--- config.mk ---
export PLATFORM = sky130hd
export DESIGN_NAME = mc_bus_fabric
export DESIGN_NICKNAME = d
export VERILOG_FILES = /design/src/mc_bus_pkg.sv /design/src/bus_master_arbiter.sv /design/src/io_page_decoder.sv /design/src/bus_response_merge.sv /design/src/sd_card_arbiter.sv /design/src/mc_bus_fabric.sv
export SDC_FILE = /design/constraint.sdc
export NUM_CORES = 1
export LEC_CHECK = 0
export BUFFER_PORTS_ARGS = -buffer_cell sky130_fd_sc_hd__buf_4
export CAP_MARGIN = 20
export CORE_AREA = 10 10 139 141
export DETAILED_ROUTE_END_ITERATION = 6
export DIE_AREA = 0 0 149 151
export PLACE_DENSITY_LB_ADDON = 0.15
export REMOVE_ABC_BUFFERS = 1
export SLEW_MARGIN = 30
export SYNTH_ARGS = -nofsm -noshare
export SYNTH_HDL_FRONTEND = slang
export SYNTH_SLANG_ARGS = --single-unit
--- constraint.sdc ---
create_clock -name wb_clk -period 2.75 [get_ports wb_clk]
set_input_delay 0.55 -clock wb_clk [delete_from_list [all_inputs] [get_ports wb_clk]]
set_output_delay 0.55 -clock wb_clk [all_outputs]
set_load 0.02 [all_outputs]
--- src/mc_bus_pkg.sv ---
/*
 * shared bus fabric definitions
 * bus widths and the master request struct
 * device index and bus owner enums
 * i/o page map of the board
 */

`default_nettype none

package mc_bus_pkg;

   //********************
   // bus widths
   //********************
   typedef logic [16:0] wb_addr_t;    // bus address, bit 16 set in console mode
   typedef logic [15:0] wb_data_t;    // one data word
   typedef logic [1:0]  wb_sel_t;     // byte select, bit 1 is the high byte

   localparam wb_sel_t SEL_WORD = 2'b11;   // both bytes

   // request of one bus master
   typedef struct packed {
      logic     cyc;      // bus cycle, also the dma bus request
      logic     stb;      // data strobe
      logic     we;       // 1 for write
      wb_sel_t  sel;
      wb_addr_t adr;
      wb_data_t dat;      // write data
   } wb_req_t;

   //********************
   // devices
   //********************
   typedef enum logic [3:0] {
      DEV_ROM   = 4'd0,   // shadow monitor rom
      DEV_DRAM  = 4'd1,   // main memory
      DEV_UART1 = 4'd2,   // console port
      DEV_UART2 = 4'd3,
      DEV_LPT   = 4'd4,   // printer port
      DEV_RK    = 4'd5,
      DEV_DW    = 4'd6,
      DEV_RX    = 4'd7,
      DEV_MY    = 4'd8,
      DEV_KGD   = 4'd9    // graphics
   } dev_e;

   localparam int N_DEV = 10;

   typedef logic [N_DEV-1:0]     dev_vec_t;   // one bit per dev_e
   typedef wb_data_t [N_DEV-1:0] dev_dat_t;   // one read word per dev_e

   // who drives the shared bus
   typedef enum logic [1:0] {
      OWN_CPU = 2'd0,
      OWN_RK  = 2'd1,     // rk disk dma
      OWN_MY  = 2'd2      // my disk dma
   } bus_owner_e;

   //********************
   // i/o page map
   //********************
   // base in octal, plus number of low address bits that stay free
   localparam wb_addr_t    UART1_BASE = 17'o177560;   // 177560..177566
   localparam int unsigned UART1_IGN  = 3;
   localparam wb_addr_t    UART2_BASE = 17'o176500;   // 176500..176506
   localparam int unsigned UART2_IGN  = 3;
   localparam wb_addr_t    LPT_BASE   = 17'o177514;   // 177514..177516
   localparam int unsigned LPT_IGN    = 2;
   localparam wb_addr_t    RK_BASE    = 17'o177400;   // 177400..177416
   localparam int unsigned RK_IGN     = 4;
   localparam wb_addr_t    DW_BASE    = 17'o174000;   // 174000..174036
   localparam int unsigned DW_IGN     = 5;
   localparam wb_addr_t    RX_BASE    = 17'o177170;   // 177170..177172
   localparam int unsigned RX_IGN     = 2;
   localparam wb_addr_t    MY_BASE    = 17'o172140;   // 172140..172142
   localparam int unsigned MY_IGN     = 2;
   localparam wb_addr_t    KGD_BASE   = 17'o176640;   // 176640..176646
   localparam int unsigned KGD_IGN    = 3;

   localparam logic [3:0] ROM_TAG     = 4'b1110;   // adr[16:13], console 140000..157776
   localparam logic [2:0] IO_PAGE_TAG = 3'b111;    // adr[15:13] of the top 8k

endpackage

`default_nettype wire

--- src/bus_master_arbiter.sv ---
/*
 * bus ownership between the cpu and the rk / my dma masters
 * registered owner with fixed priority, switched only while the bus is idle
 * request mux onto the shared bus and ack return to the owner
 */

`timescale 1ns/1ps
`default_nettype none

module bus_master_arbiter (
   input  logic                wb_clk,
   input  logic                arst_n_i,
   input  mc_bus_pkg::wb_req_t cpu_req_i,     // processor master
   input  mc_bus_pkg::wb_req_t rk_dma_i,      // rk dma, cyc is the bus request
   input  mc_bus_pkg::wb_req_t my_dma_i,      // my dma, cyc is the bus request
   input  logic                bus_ack_i,     // merged device ack
   output mc_bus_pkg::wb_req_t bus_req_o,     // shared bus to all devices
   output logic                cpu_gnt_o,
   output logic                rk_dma_gnt_o,
   output logic                my_dma_gnt_o,
   output logic                cpu_ack_o,
   output logic                rk_dma_ack_o,
   output logic                my_dma_ack_o
);

   import mc_bus_pkg::*;

   bus_owner_e owner_q;    // current bus owner
   bus_owner_e owner_d;    // owner taken at the next idle edge

   //********************
   // priority rule
   //********************
   // rk before my, cpu gets the bus back when no dma asks
   always_comb begin
      if (rk_dma_i.cyc) begin
         owner_d = OWN_RK;
      end else if (my_dma_i.cyc) begin
         owner_d = OWN_MY;
      end else begin
         owner_d = OWN_CPU;
      end
   end

   always_ff @(posedge wb_clk or negedge arst_n_i) begin
      if (!arst_n_i) begin
         owner_q <= OWN_CPU;
      end else if (!bus_req_o.cyc) begin
         owner_q <= owner_d;   // switch only between bus cycles
      end
   end

   //********************
   // request mux
   //********************
   always_comb begin
      case (owner_q)
         OWN_RK: begin
            bus_req_o     = rk_dma_i;
            bus_req_o.sel = SEL_WORD;   // dma moves whole words
         end
         OWN_MY: begin
            bus_req_o     = my_dma_i;
            bus_req_o.sel = SEL_WORD;
         end
         default: begin
            bus_req_o = cpu_req_i;
         end
      endcase
   end

   // grants straight from the owner register
   assign cpu_gnt_o    = (owner_q == OWN_CPU);
   assign rk_dma_gnt_o = (owner_q == OWN_RK);
   assign my_dma_gnt_o = (owner_q == OWN_MY);

   // ack goes to the owner only, the others keep waiting
   assign cpu_ack_o    = bus_ack_i & cpu_gnt_o;
   assign rk_dma_ack_o = bus_ack_i & rk_dma_gnt_o;
   assign my_dma_ack_o = bus_ack_i & my_dma_gnt_o;

   // a dma cycle stays on the bus with its owner until the ack
   // cpu ends unanswered cycles by its own bus timeout
   a_owner_stable : assert property (
      @(posedge wb_clk) disable iff (!arst_n_i)
      bus_req_o.cyc && !bus_ack_i && (owner_q != OWN_CPU)
         |=> bus_req_o.cyc && $stable(owner_q)
   ) else $error("dma cycle left the bus before its ack");

endmodule

`default_nettype wire

--- src/io_page_decoder.sv ---
/*
 * address decode of the shared bus
 * shadow rom, dram in user and console mode, i/o page registers
 * one-hot device strobes, combinational
 */

`timescale 1ns/1ps
`default_nettype none

module io_page_decoder (
   input  mc_bus_pkg::wb_addr_t bus_adr_i,    // shared bus address
   input  logic                 bus_cyc_i,
   input  logic                 bus_stb_i,
   output mc_bus_pkg::dev_vec_t dev_stb_o     // one-hot or idle
);

   import mc_bus_pkg::*;

   dev_vec_t hit;   // address match before the strobe gate

   // register window, the low ign bits select inside it
   function automatic logic in_io_window(input wb_addr_t adr, input wb_addr_t base,
                                         input int unsigned ign);
      wb_addr_t mask;
      mask = ~((wb_addr_t'(1) << ign) - wb_addr_t'(1));   // fixed bits only
      return (adr & mask) == (base & mask);
   endfunction

   //********************
   // memory regions
   //********************
   always_comb begin
      hit            = '0;
      hit[DEV_ROM]   = (bus_adr_i[16:13] == ROM_TAG);
      // user mode: all but the i/o page, console mode: only the top 8k
      hit[DEV_DRAM]  = (bus_adr_i[15:13] != IO_PAGE_TAG) ^ bus_adr_i[16];
      // i/o page registers
      hit[DEV_UART1] = in_io_window(bus_adr_i, UART1_BASE, UART1_IGN);
      hit[DEV_UART2] = in_io_window(bus_adr_i, UART2_BASE, UART2_IGN);
      hit[DEV_LPT]   = in_io_window(bus_adr_i, LPT_BASE, LPT_IGN);
      hit[DEV_RK]    = in_io_window(bus_adr_i, RK_BASE, RK_IGN);
      hit[DEV_DW]    = in_io_window(bus_adr_i, DW_BASE, DW_IGN);
      hit[DEV_RX]    = in_io_window(bus_adr_i, RX_BASE, RX_IGN);
      hit[DEV_MY]    = in_io_window(bus_adr_i, MY_BASE, MY_IGN);
      hit[DEV_KGD]   = in_io_window(bus_adr_i, KGD_BASE, KGD_IGN);
   end

   assign dev_stb_o = (bus_cyc_i && bus_stb_i) ? hit : '0;   // strobe needs cyc and stb

   // overlapping windows in the map would drive two devices at once
   always_comb begin
      a_one_strobe : assert ($onehot0(dev_stb_o))
         else $error("more than one device strobe");
   end

endmodule

`default_nettype wire

--- src/bus_response_merge.sv ---
/*
 * response path of the shared bus
 * or of all device acks
 * read data mux built from the strobed devices
 */

`timescale 1ns/1ps
`default_nettype none

module bus_response_merge (
   input  mc_bus_pkg::dev_vec_t dev_stb_i,    // from the decoder
   input  mc_bus_pkg::dev_vec_t dev_ack_i,    // one ack per device
   input  mc_bus_pkg::dev_dat_t dev_dat_i,    // one read word per device
   output logic                 bus_ack_o,
   output mc_bus_pkg::wb_data_t rd_dat_o      // shared by all masters
);

   import mc_bus_pkg::*;

   //********************
   // ack
   //********************
   // a device acks only while strobed, so a plain or is enough
   assign bus_ack_o = |dev_ack_i;

   //********************
   // read data
   //********************
   // unselected devices count as zero
   always_comb begin
      rd_dat_o = '0;
      for (int i = 0; i < N_DEV; i++) begin
         if (dev_stb_i[i]) begin
            rd_dat_o = rd_dat_o | dev_dat_i[i];
         end
      end
   end

endmodule

`default_nettype wire

--- src/sd_card_arbiter.sv ---
/*
 * sd card sharing between the disk controllers
 * fixed priority grant, held until the client drops its request
 * mosi and cs routing to the card
 */

`timescale 1ns/1ps
`default_nettype none

module sd_card_arbiter #(
   parameter int N_SD_CLIENTS = 4
) (
   input  logic                    wb_clk,
   input  logic                    arst_n_i,
   input  logic [N_SD_CLIENTS-1:0] sd_req_i,      // card request per client
   input  logic [N_SD_CLIENTS-1:0] sd_mosi_i,
   input  logic [N_SD_CLIENTS-1:0] sd_cs_i,
   output logic [N_SD_CLIENTS-1:0] sd_gnt_o,      // card granted
   output logic                    sdcard_mosi_o,
   output logic                    sdcard_cs_o
);

   localparam int SEL_W = (N_SD_CLIENTS > 1) ? $clog2(N_SD_CLIENTS) : 1;

   typedef logic [N_SD_CLIENTS-1:0] sd_vec_t;   // one bit per client
   typedef logic [SEL_W-1:0]        sd_sel_t;   // client index

   sd_vec_t gnt_q;       // active grant, one-hot or idle
   sd_vec_t first_req;   // lowest requesting client
   sd_sel_t sel;         // client routed to the card

   // isolate lowest set bit, index 0 wins
   assign first_req = sd_req_i & (~sd_req_i + sd_vec_t'(1));

   //********************
   // grant register
   //********************
   always_ff @(posedge wb_clk or negedge arst_n_i) begin
      if (!arst_n_i) begin
         gnt_q <= '0;
      end else if (gnt_q == '0) begin
         gnt_q <= first_req;              // idle, look for a requester
      end else if ((gnt_q & sd_req_i) == '0) begin
         gnt_q <= '0;                     // owner let go of the card
      end
   end

   assign sd_gnt_o = gnt_q;

   //********************
   // line routing
   //********************
   always_comb begin
      sel = '0;                           // client 0 when idle
      for (int k = 0; k < N_SD_CLIENTS; k++) begin
         if (gnt_q[k]) begin
            sel = sd_sel_t'(k);
         end
      end
   end

   assign sdcard_mosi_o = sd_mosi_i[sel];
   assign sdcard_cs_o   = sd_cs_i[sel];

   // two controllers on the card at once would corrupt the spi exchange
   a_one_grant : assert property (
      @(posedge wb_clk) disable iff (!arst_n_i)
      $onehot0(gnt_q)
   ) else $error("more than one sd card grant");

endmodule

`default_nettype wire

--- src/mc_bus_fabric.sv ---
/*
 * shared bus fabric of the board
 * master arbiter, address decoder, response merge, sd card arbiter
 */

`timescale 1ns/1ps
`default_nettype none

module mc_bus_fabric #(
   parameter int N_SD_CLIENTS = 4
) (
   input  logic                    wb_clk,
   input  logic                    arst_n_i,
   // masters
   input  mc_bus_pkg::wb_req_t     cpu_req_i,
   input  mc_bus_pkg::wb_req_t     rk_dma_i,
   input  mc_bus_pkg::wb_req_t     my_dma_i,
   output logic                    cpu_gnt_o,
   output logic                    rk_dma_gnt_o,
   output logic                    my_dma_gnt_o,
   output logic                    cpu_ack_o,
   output logic                    rk_dma_ack_o,
   output logic                    my_dma_ack_o,
   output mc_bus_pkg::wb_req_t     bus_req_o,      // to all devices
   output mc_bus_pkg::wb_data_t    rd_dat_o,       // to all masters
   // devices
   output mc_bus_pkg::dev_vec_t    dev_stb_o,
   input  mc_bus_pkg::dev_vec_t    dev_ack_i,
   input  mc_bus_pkg::dev_dat_t    dev_dat_i,
   // sd card clients and the card
   input  logic [N_SD_CLIENTS-1:0] sd_req_i,
   input  logic [N_SD_CLIENTS-1:0] sd_mosi_i,
   input  logic [N_SD_CLIENTS-1:0] sd_cs_i,
   output logic [N_SD_CLIENTS-1:0] sd_gnt_o,
   output logic                    sdcard_mosi_o,
   output logic                    sdcard_cs_o
);

   logic bus_ack;   // merged ack, back to the arbiter

   bus_master_arbiter i_bus_master_arbiter (
      .wb_clk       (wb_clk),
      .arst_n_i     (arst_n_i),
      .cpu_req_i    (cpu_req_i),
      .rk_dma_i     (rk_dma_i),
      .my_dma_i     (my_dma_i),
      .bus_ack_i    (bus_ack),
      .bus_req_o    (bus_req_o),
      .cpu_gnt_o    (cpu_gnt_o),
      .rk_dma_gnt_o (rk_dma_gnt_o),
      .my_dma_gnt_o (my_dma_gnt_o),
      .cpu_ack_o    (cpu_ack_o),
      .rk_dma_ack_o (rk_dma_ack_o),
      .my_dma_ack_o (my_dma_ack_o)
   );

   io_page_decoder i_io_page_decoder (
      .bus_adr_i (bus_req_o.adr),
      .bus_cyc_i (bus_req_o.cyc),
      .bus_stb_i (bus_req_o.stb),
      .dev_stb_o (dev_stb_o)
   );

   bus_response_merge i_bus_response_merge (
      .dev_stb_i (dev_stb_o),     // same strobes the devices see
      .dev_ack_i (dev_ack_i),
      .dev_dat_i (dev_dat_i),
      .bus_ack_o (bus_ack),
      .rd_dat_o  (rd_dat_o)
   );

   sd_card_arbiter #(
      .N_SD_CLIENTS (N_SD_CLIENTS)
   ) i_sd_card_arbiter (
      .wb_clk        (wb_clk),
      .arst_n_i      (arst_n_i),
      .sd_req_i      (sd_req_i),
      .sd_mosi_i     (sd_mosi_i),
      .sd_cs_i       (sd_cs_i),
      .sd_gnt_o      (sd_gnt_o),
      .sdcard_mosi_o (sdcard_mosi_o),
      .sdcard_cs_o   (sdcard_cs_o)
   );

endmodule

`default_nettype wire

==> metrics.md, run 1 <==
| Metric | Value |
|---|---|
| I/O Pins | `374` |
| Antenna viol nets, final | `0` |
| Critical path's slowest cell | `dfrtp_1` |
| Slew @ Worst Pin | `374 ps` |
| Yosys warning count | `0` |
| CTS H-Tree Depth | `1` |
| CTS Buf Count | `3` |
| WS Path Type | `register to primary output` |
| Clock Latency Late Sink | `230 ps` |
| CTS tree | `done` |
| Register area share after synthesis | `6.00%` |
| GR Layer Usage met2 | `35.1%` |
| Global-route wire length before repair | `32.9 mm` |
| Die area | `22500 um2` |
| Pre-CTS WS | `-708 ps` |
| Die X | `149 um` |
| Max Slew Vio Count | `0` |
| Bufs and invs on worst path | `7` |
| Total clock sinks | `6` |
| Final Wtd Congestion | `0.878` |
| Worst vdd ir | `0.648 mV` |
| RSZ-0062 raised after global routing | `true` |
| Clock skew | `1.83 ps` |
| # rows | `47` |
| Drt pass-1 iters | `6` |
| Hold Buf Count CTS | `0` |
| # DRC | `0` |
| Initial Utilization | `15.2%` |
| Startpoint types | `register` |
| Synth cell types | `45` |
| Main synth FF type | `dfrtp_1` |
| Worst setup startpoint | `i_bus_master_arbiter.owner_q[0]` |
| Worst EP arrival | `2940 ps` |
| Final Core Density | `45.1%` |
| Worst path required time | `2200 ps` |
| Mapped Avg Cell Area | `7.03 um2` |
| Fraction of layout cells with a size suffix above 1 | `72.1%` |
| Routed wire length | `23.9 mm` |
| Met1 usage | `21.9%` |
| Detail Placement HPWL | `18.8 mm` |
| Relative slew slack | `74.8%` |
| Initial antenna violation count | `0` |
| Placeable Area | `16500 um2` |
| CP Max Fanout | `12` |
| Clock slew at reported path FFs | `30 ps` |
| Synth top cells by count | `nor2_1 (57), a21oi_1 (56), a22o_1 (37), a22oi_1 (33), nand3_1 (20)` |
| ANT cells | `0` |
| Top-count cell post-synth | `nor2_1` |
| P&R area growth vs syn | `197%` |
| Leakage power | `3.56 nW` |
| Synth area leaders | `a22o_1 (13%), a21oi_1 (11%), a22oi_1 (9.9%)` |
| Cell Area, Synth | `2500 um2` |
| Vias | `4909` |
| Area post-placement | `6080 um2` |
| Post-synth top area share | `12.9%` |
| Vias per inst | `4.73` |
| Post-route cell area | `7430 um2` |
| Synth area leader | `a22o_1` |
| Post-Synthesis Cells | `356` |
| Largest net degree at the start of global routing | `29` |
| GRT Max-Usage Layer | `met2` |
| F_max | `287 MHz` |
| CP max stage delay | `390 ps` |
| Vias in the first global route | `5298` |
| Setup-failing EPs final | `26` |
| Post-synth EDFFs | `0` |
| I/O Buffers | `369` |
| Root Buffer Master | `clkbuf_16` |
| DIE HEIGHT | `151 um` |
| WL/cell | `23.1 um` |
| Critical path endpoint category | `primary output` |
| Worst hold slack | `123 ps` |
| Hold Vio Cnt, Final | `0` |
| Cell area power density | `1140 nW/um2` |
| Setup ws final | `-736 ps` |
| Status | `complete, but fails checks` |
| Synthesis-stage register bit count | `6` |
| Starting DRT DRC Count | `282` |
| Final Cycle Share | `127%` |
| GR Overflow Total | `0` |
| Max Cap Violations | `0` |
| Layout Nets | `1120` |
| Ys async rst share | `100%` |
| Tot GR Track Use | `18.8%` |
| Worst path top cell family by delay | `buffers and inverters` |
| CTS Buffer Depth | `2` |
| Final critical-path required period | `3490 ps` |
| Reg-to-reg critical path startpoint | `i_bus_master_arbiter.owner_q[0]` |
| Met3 usage | `3.46%` |
| Failing checks | `negative setup slack` |
| Hold Path Class | `primary input to asynchronous set/reset pin` |
| Critical path, cell by cell | `buf_6 -> ha_4 -> buf_12 -> buf_8 -> a22oi_2 -> a21o_1 -> buf_4 -> nor4_4 -> buf_12 -> buf_4 -> a22o_1 -> a222oi_1 -> nand3_2 -> buf_6` |
## path summary, 6_finish.rpt
| path | to | slack (ps) | cells after the start |
|---|---|---|---|
| max | rd_dat_o[13] | -740 | 14 |
| min | i_sd_card_arbiter.sd_gnt_o[0] | 120 | 1 |
| max reg2reg | i_bus_master_arbiter.owner_q[0] | 840 | 9 |
| min reg2reg | i_sd_card_arbiter.sd_gnt_o[0] | 580 | 1 |
| max in group asynchronous | i_sd_card_arbiter.sd_gnt_o[1] | 2510 | 1 |
| min in group wb_clk | i_sd_card_arbiter.sd_gnt_o[2] | 570 | 2 |
## routing by layer
metal,part of all wire [%],vias to the layer above
met5,0,-
met1,39,2334
li1,-,2354
met4,1.7,0
met2,54,196
met3,5.9,25
## final cells by class
class                   instances  area [um2]
flip-flops and latches          6         150
well taps                     220         275
fillers                      1688        9040
multi-input cells             303        2500
clock buffers                   3        75.1
repair buffers                494        4390
inverters                      11        43.8
## where the power goes
part	switching, mW	internal [mW]
Clock	0.0460	0.186
Combinational	3.96	4.11
Sequential	0.0421	0.119
Total	4.05	4.41
## sequential cells by signal (all words and copies together) (netlist names)
register	flops
i_bus_master_arbiter.owner_q	2
i_sd_card_arbiter.sd_gnt_o	4
## metrics by stage
stage | power [mW] | std cells | setup TNS, ps
3_5_place_dp | 6.30 | 983 | -13540
4_1_cts | 7.71 | 1026 | -15590
6_report | 8.46 | 1037 | -14290
5_1_grt | 8.99 | 1037 | -17500
3_3_place_gp | 6.25 | 983 | -11990
2_1_floorplan | 3.07 | 320 | -73740
## logic make-up after synthesis
logic type,Yosys count,synth area share (%)
and+or+nand+nor,117,26.7
muxes,6,2.95
DFF,6,6.00
xor gates and xnor gates,1,0.350
AOI/OAI and AO/OA,176,51.8
buffers and inverters,47,10.8
adders and majority gates,3,1.50
## cell usage in the layout, fill, tap and decap left out, drive strengths merged
master  instances
o21ai           5
buf           491
a21o            4
or3             1
nor3            3
nand4           1
nor2           57
nand2           8
nor4b           2
mux2i           5
a32o            1
nor2b           1
xor2            1
and4            2
a222oi         17
a22oi          33
nand3          21
ha              3
nor4bb          1
or2             3
and2            5
and3            3
clkbuf          6
dfrtp           6
nor4            8
inv            11
nand2b          1
a32oi          16
a21oi          63
a22o           37
mux2            1
## timing repair
item | 4_1_cts | 5_1_grt
resized for setup | 113 | 65
cloned | 8 | 4
setup buffers | 35 | 18
setup endpoints to repair | 26 | 27
pin swaps | 38 | 40
(Power assumes the default switching activity.)
==> inputs of run 2 (changes only) <==
--- a/config.mk
+++ b/config.mk
@@ -13,5 +13,4 @@
 export PLACE_DENSITY_LB_ADDON = 0.15
 export REMOVE_ABC_BUFFERS = 1
-export SLEW_MARGIN = 30
 export SYNTH_ARGS = -nofsm -noshare
 export SYNTH_HDL_FRONTEND = slang
==> constraint.sdc (replaced) <==
create_clock -name wb_clk -period 2.75 [get_ports wb_clk]
set_input_delay 0.275 -clock wb_clk [delete_from_list [all_inputs] [get_ports wb_clk]]
set_output_delay 0.275 -clock wb_clk [all_outputs]
set_load 0.02 [all_outputs]
==> run 2 against run 1 <==
Effect of this change: the flow finishes with violations (design-rule violations, negative setup slack); die area unchanged; sequential share of layout area up 0.056 points; worst hold slack better by 180 ps; count of clock-buffer cells in the layout unchanged; critical path depth unchanged; cell count down 0.77%; total power down 4.0%; highest routed layer unchanged.
==> metrics.md, run 2 (synthesis results as in run 1) <==
| Metric | Value |
|---|---|
| Status | `complete, but fails checks` |
| Failing checks | `design-rule violations, negative setup slack` |
| Bufs and invs on worst path | `6 (-1)` |
| Most frequent cells in the layout | `buf_4 (403), buf_6 (55), nor2_1 (46), a21oi_1 (38), a22o_1 (36)` |
| CP max stage delay | `420 ps (+30 ps)` |
| Final critical-path required period | `3160 ps (-321 ps)` |
| Worst vdd ir | `0.470 mV (-27%)` |
| Vias | `4889 (-0.41%)` |
| Placeable Area | `16500 um2 (unchanged)` |
| Starting DRT DRC Count | `396 (+40%)` |
| HP Start | `sd_req_i[0]` |
| Vias in the first global route | `5326 (+0.53%)` |
| Sw Pwr | `3.99 mW (-1.5%)` |
| Wl on met1 | `9.05 mm (-1.8%)` |
| Vias per inst | `4.75 (+0.37%)` |
| Final Core Density | `44.3% (-0.86 points)` |
| ANT cells | `0 (unchanged)` |
| Reg2reg end | `i_bus_master_arbiter.owner_q[0]` |
| CTS Buf Count | `3 (unchanged)` |
| Hold Vio Cnt, Final | `0 (unchanged)` |
| RSZ-0062 raised after global routing | `true` |
| Critical path, cell by cell | `inv_4 -> ha_4 -> buf_12 -> buf_12 -> nor2_4 -> a21o_1 -> and3_1 -> nand4_4 -> nor4_4 -> buf_12 -> buf_8 -> a222oi_1 -> nand3_1 -> buf_6` |
| Die area | `22500 um2 (unchanged)` |
| DR WL met2 | `12.8 mm (-0.81%)` |
| Fin cells | `1029 (-0.77%)` |
| Startpoint types | `register` |
| Setup ws final | `-414 ps (+321 ps)` |
| Worst R2R Setup Slack | `890 ps (+50 ps)` |
| Inst Count DP | `982 (-0.10%)` |
| Flop pwr share | `2.1% (+0.2 points)` |
| P&R area growth vs syn | `191%` |
| Comb pwr share | `95.0% (-0.4 points)` |
| Met3 WL | `1.61 mm (+14%)` |
| Final TNS setup | `-7140 ps (+7140 ps)` |
| Max Slew Vio Count | `0 (unchanged)` |
| Reg-to-reg critical path startpoint | `i_bus_master_arbiter.owner_q[0]` |
| Setup-failing EPs final | `23 (-12%)` |
| Final Cycle Share | `115% (-12 points)` |
| Max reg flops | `4 (unchanged)` |
| Tot GR Track Use | `18.1% (-0.63 points)` |
| Area post-placement | `6070 um2 (-0.12%)` |
| Clk pwr share | `2.9% (+0.2 points)` |
| DIE HEIGHT | `151 um (unchanged)` |
| Root Buffer Master | `clkbuf_16` |
| Initial Utilization | `15.2% (unchanged)` |
| Clock Latency Late Sink | `230 ps (about the same)` |
| Die X | `149 um (unchanged)` |
| # DRC | `1 (+1)` |
| Layout Nets | `1112 (-0.71%)` |
| Worst Hold Path EP | `i_sd_card_arbiter.sd_gnt_o[0]` |
| Max Cap Violations | `0 (unchanged)` |
| Worst path top cell family by delay | `buffers and inverters` |
| Initial antenna violation count | `0 (unchanged)` |
| Clock skew | `0.645 ps (-1.19 ps)` |
| Total clock sinks | `6 (unchanged)` |
| Global-route wire length before repair | `32.1 mm (-2.6%)` |
| CP Max Fanout | `11 (-1)` |
| I/O Pins | `374 (unchanged)` |
| Cell area power density | `1110 nW/um2 (-2.1%)` |
| Tot Pwr | `8.12 mW (-4.0%)` |
| Final Wtd Congestion | `0.877 (about the same)` |
| Clock slew at reported path FFs | `30 ps (about the same)` |
| Critical path's slowest cell | `dfrtp_2` |
| Crit path top cell by count | `buf_12` |
| CTS tree | `done` |
| Hold Path Depth | `2` |
| WS Path Type | `register to primary output` |
| WL/cell | `23.2 um (+0.36%)` |
| P_int | `4.13 mW (-6.3%)` |
| Leakage power | `3.51 nW (-1.4%)` |
| GR Overflow Total | `0 (unchanged)` |
| F_max | `316 MHz (+10%)` |
| # rows | `47 (unchanged)` |
| Slew @ Worst Pin | `406 ps (+32.0 ps)` |
| R2R depth | `9 (unchanged)` |
| Relative slew slack | `72.9% (-1.9 points)` |
| Switching Fraction | `49.1% (+1.2 points)` |
| Fraction of layout cells with a size suffix above 1 | `71.9% (-0.15 points)` |
| Detail Placement HPWL | `18.9 mm (+0.46%)` |
| Top layer in use | `met4` |
| CTS Buffer Depth | `2 (unchanged)` |
| Commonest non-fill, non-tap cell in the layout | `buf_4` |
| Worst EP arrival | `2890 ps (-50 ps)` |
| CTS H-Tree Depth | `1 (unchanged)` |
| Worst path required time | `2480 ps (+280 ps)` |
| Antenna viol nets, final | `0 (unchanged)` |
| I/O Buffers | `369 (unchanged)` |
| Drt pass-1 iters | `7 (+1)` |
| Hold Path Class | `primary input to register` |
| Largest net degree at the start of global routing | `29 (unchanged)` |
| Routed wire length | `23.8 mm (-0.41%)` |
| Post-route cell area | `7290 um2 (-1.9%)` |
| Critical path endpoint category | `primary output` |
[run 2: repair_timing]
item	CTS	global route
buffers inserted	26	18
pin swaps	21	58
endpoints found under the setup margin	25	26
hold buffers	1	0
gates resized for setup	57	113
endpoints found under the hold margin	6	0
cloned	3	6
[run 2: worst reg2reg max path: stages (launching register included)]
cell and delay [ps]:
dfrtp_2 420, inv_4 60, ha_4 300, buf_12 120, buf_6 110, nor2_4 30, a21oi_2 120, buf_4 120
buf_4 120, mux2_2 340
[run 2: worst max path at each step]
stage                               startpoint  slack (ps)  cells after the start     endpoint
6_report       i_bus_master_arbiter.owner_q[0]        -410                     14  rd_dat_o[2]
5_1_grt        i_bus_master_arbiter.owner_q[0]        -570                     14  rd_dat_o[2]
4_1_cts        i_bus_master_arbiter.owner_q[0]        -440                     14  rd_dat_o[2]
3_5_place_dp   i_bus_master_arbiter.owner_q[0]        -380                     12  rd_dat_o[9]
3_3_place_gp   i_bus_master_arbiter.owner_q[1]        -350                     12  rd_dat_o[9]
2_1_floorplan  i_bus_master_arbiter.owner_q[0]       -2870                      8  rd_dat_o[0]
[run 2: layer usage]
metal | up-vias | GRT usage [%]
met3 | 23 | 3.94
met4 | 0 | 2.80
met1 | 2326 | 21.0
met5 | - | 0
li1 | 2336 | -
met2 | 204 | 33.7
[run 2: final cells by class]
class,count,area (um2)
clock buffer,3,75.1
timing repair buffer,486,4200
tap,220,275
fill,1666,9180
multi-input combinational,303,2530
sequential,6,151
inverter,11,48.8
[run 2: power by group through the flow]
| stage | logic [mW] | registers, mW | clock network (mW) |
|---|---|---|---|
| 3_3_place_gp | 6.09 | 0.157 | 0 |
| 3_5_place_dp | 6.12 | 0.159 | 0 |
| 2_1_floorplan | 2.90 | 0.170 | 0 |
| 5_1_grt | 8.20 | 0.179 | 0.246 |
| 4_1_cts | 6.78 | 0.163 | 0.238 |
| 6_report | 7.71 | 0.170 | 0.236 |
[run 2: per-stage QoR]
stage	hold slack [ps]	worst slack [ps]
after floorplan	-20.6	-2870
after global placement	84.4	-351
after detailed placement	87.4	-381
after CTS	292	-445
after global routing	299	-567
final	298	-414
==> inputs of run 3 (changes only) <==
==> constraint.sdc (replaced) <==
create_clock -name wb_clk -period 2.75 [get_ports wb_clk]
set_input_delay 0.825 -clock wb_clk [delete_from_list [all_inputs] [get_ports wb_clk]]
set_output_delay 0.825 -clock wb_clk [all_outputs]
set_load 0.02 [all_outputs]
==> run 3 against run 2 <==
Effect of this change: combinational power rose by 12%; clock power barely moved; the flow finishes with violations (negative setup slack); cell count rose by 0.58%; register-to-register slack improved by 110 ps; setup slack got worse by 520 ps; highest routed layer unchanged; total power rose by 11%; core utilization rose by 1.7 points; maximum frequency fell by 14%; die area did not move.
==> metrics.md, run 3 (synthesis results as in run 1) <==
| Metric | Value |
|---|---|
| Status | `complete, but fails checks` |
| Failing checks | `negative setup slack` |
| Drt pass-1 iters | `5 (-2)` |
| Fin cells | `1035 (+0.58%)` |
| GRT Max-Usage Layer | `met2` |
| Fraction of layout cells with a size suffix above 1 | `74.6% (+2.7 points)` |
| Total of fill cells in the finished design | `1695 (+1.7%)` |
| Vias per inst | `4.74 (-0.17%)` |
| RSZ-0062 raised after global routing | `true` |
| CTS Buf Count | `3 (unchanged)` |
| Worst path required time | `1930 ps (-550 ps)` |
| Inst Count DP | `981 (-0.10%)` |
| WS Path Type | `register to primary output` |
| Met3 usage | `3.70% (-0.24 points)` |
| Startpoint types | `register` |
| Max reg flops | `4 (unchanged)` |
| Critical path endpoint category | `primary output` |
| DIE HEIGHT | `151 um (unchanged)` |
| Max Cap Violations | `0 (unchanged)` |
| Hold Vio Cnt, Final | `0 (unchanged)` |
| # DRC | `0 (-1)` |
| Routed wire length | `23.8 mm (-0.23%)` |
| Antenna viol nets, final | `0 (unchanged)` |
| Area of the multi-input gates | `2590 um2 (+2.3%)` |
| Cell area power density | `1190 nW/um2 (+7.0%)` |
| Worst vdd ir | `0.734 mV (+56%)` |
| Relative slew slack | `72.7% (-0.27 points)` |
| Die X | `149 um (unchanged)` |
| Root Buffer Master | `clkbuf_16` |
| CTS tree | `done` |
| Total clock sinks | `6 (unchanged)` |
| Detail Placement HPWL | `18.8 mm (-0.69%)` |
| Final Wtd Congestion | `0.881 (+0.38%)` |
| Clock slew at reported path FFs | `30 ps (about the same)` |
| I/O Pins | `374 (unchanged)` |
| Global-route wire length before repair | `32.9 mm (+2.5%)` |
| Worst EP arrival | `2850 ps (-40 ps)` |
| WL/cell | `23.0 um (-0.81%)` |
| Clock skew | `0.237 ps (-0.407 ps)` |
| Hold Path Class | `primary input to asynchronous set/reset pin` |
| ANT cells | `0 (unchanged)` |
| GR Layer Usage met2 | `34.3% (+0.51 points)` |
| Layout Nets | `1118 (+0.54%)` |
| Vias in the first global route | `5269 (-1.1%)` |
| Final Cycle Share | `134% (+19 points)` |
| Initial Utilization | `15.2% (unchanged)` |
| Tot Pwr | `9.03 mW (+11%)` |
| Starting DRT DRC Count | `298 (-25%)` |
| CTS H-Tree Depth | `1 (unchanged)` |
| Met1 usage | `22.4% (+1.4 points)` |
| # rows | `47 (unchanged)` |
| I/O Buffers | `369 (unchanged)` |
| Clock Latency Late Sink | `230 ps (about the same)` |
| Slew @ Worst Pin | `406 ps (+0.344 ps)` |
| Final Core Density | `46.0% (+1.7 points)` |
| Area post-placement | `6050 um2 (-0.33%)` |
| P&R area growth vs syn | `203%` |
| Commonest non-fill, non-tap cell in the layout | `buf_4` |
| Final critical-path required period | `3680 ps (+515 ps)` |
| CTS Buffer Depth | `2 (unchanged)` |
| Setup ws final | `-930 ps (-515 ps)` |
| FF+latch area | `150 um2 (-0.83%)` |
| Setup-failing EPs final | `50 (+120%)` |
| Vias | `4909 (+0.41%)` |
| Most frequent cells in the layout | `buf_4 (368), buf_6 (93), nor2_1 (45), a22o_1 (36), a21oi_1 (35)` |
| Leakage power | `3.54 nW (+0.75%)` |
| Hold Buf Count CTS | `0 (-1)` |
| Initial antenna violation count | `0 (unchanged)` |
| Max Slew Vio Count | `0 (unchanged)` |
| Die area | `22500 um2 (unchanged)` |
| GR Overflow Total | `0 (unchanged)` |
| Worst hold slack | `402 ps (+104 ps)` |
| F_max | `272 MHz (-14%)` |
| Placeable Area | `16500 um2 (unchanged)` |
| Post-route cell area | `7570 um2 (+3.9%)` |
| CP Max Fanout | `13 (+2)` |
| Tot GR Track Use | `18.6% (+0.48 points)` |
| Largest net degree at the start of global routing | `29 (unchanged)` |
[run 3: area by class of cell]
class,count,share of cell area [%]
Clock buffer,3,0.991
Tap cell,220,3.63
Sequential cell,6,1.98
Multi-Input combinational cell,303,34.2
Inverter,11,0.677
Timing Repair Buffer,492,58.5
[run 3: path summary, 6_finish.rpt]
check / slack, ps / cells past startpoint / endpoint / start
max in group asynchronous: 2230 / 1 / i_bus_master_arbiter.owner_q[1] / arst_n_i
min: 400 / 1 / i_sd_card_arbiter.sd_gnt_o[2] / arst_n_i
min in group wb_clk: 580 / 1 / i_sd_card_arbiter.sd_gnt_o[0] / i_sd_card_arbiter.sd_gnt_o[0]
max: -930 / 14 / rd_dat_o[7] / i_bus_master_arbiter.owner_q[1]
max reg2reg: 1000 / 7 / i_bus_master_arbiter.owner_q[0] / i_bus_master_arbiter.owner_q[0]
min reg2reg: 580 / 1 / i_sd_card_arbiter.sd_gnt_o[0] / i_sd_card_arbiter.sd_gnt_o[0]
[run 3: metrics by stage]
| step | worst slack, ps | setup TNS, ps |
|---|---|---|
| final | -930 | -21520 |
| after detailed placement | -895 | -19700 |
| after global routing | -1080 | -27940 |
| after floorplan | -3420 | -91340 |
| after global placement | -898 | -19700 |
| after CTS | -1020 | -23590 |
[run 3: what timing repair did]
item,in CTS,in global routing
gates resized for setup,120,123
buffers inserted,39,20
cloned,6,3
pin swaps,38,51
setup endpoints to repair,38,54
[run 3: metal layers]
layer	wire length (um)	share of wire [%]
met5	0	0
met4	230	0.97
met3	1410	5.9
met2	12800	54
met1	9390	39
[run 3: where the power goes]
group          internal [mW]  switching [mW]  total [mW]
registers              0.119          0.0449       0.163
clock network          0.186          0.0474       0.234
logic                   4.43            4.20        8.63
[run 3: worst max-delay path, stage by stage, from the launching register on]
cell,delay (ps)
dfrtp_1,390
buf_6,130
ha_4,180
buf_12,140
buf_12,130
a22oi_2,130
a21o_1,200
buf_6,150
nor4_4,50
buf_12,160
buf_6,120
a22o_1,220
a222oi_1,310
nand3_1,140
buf_6,160
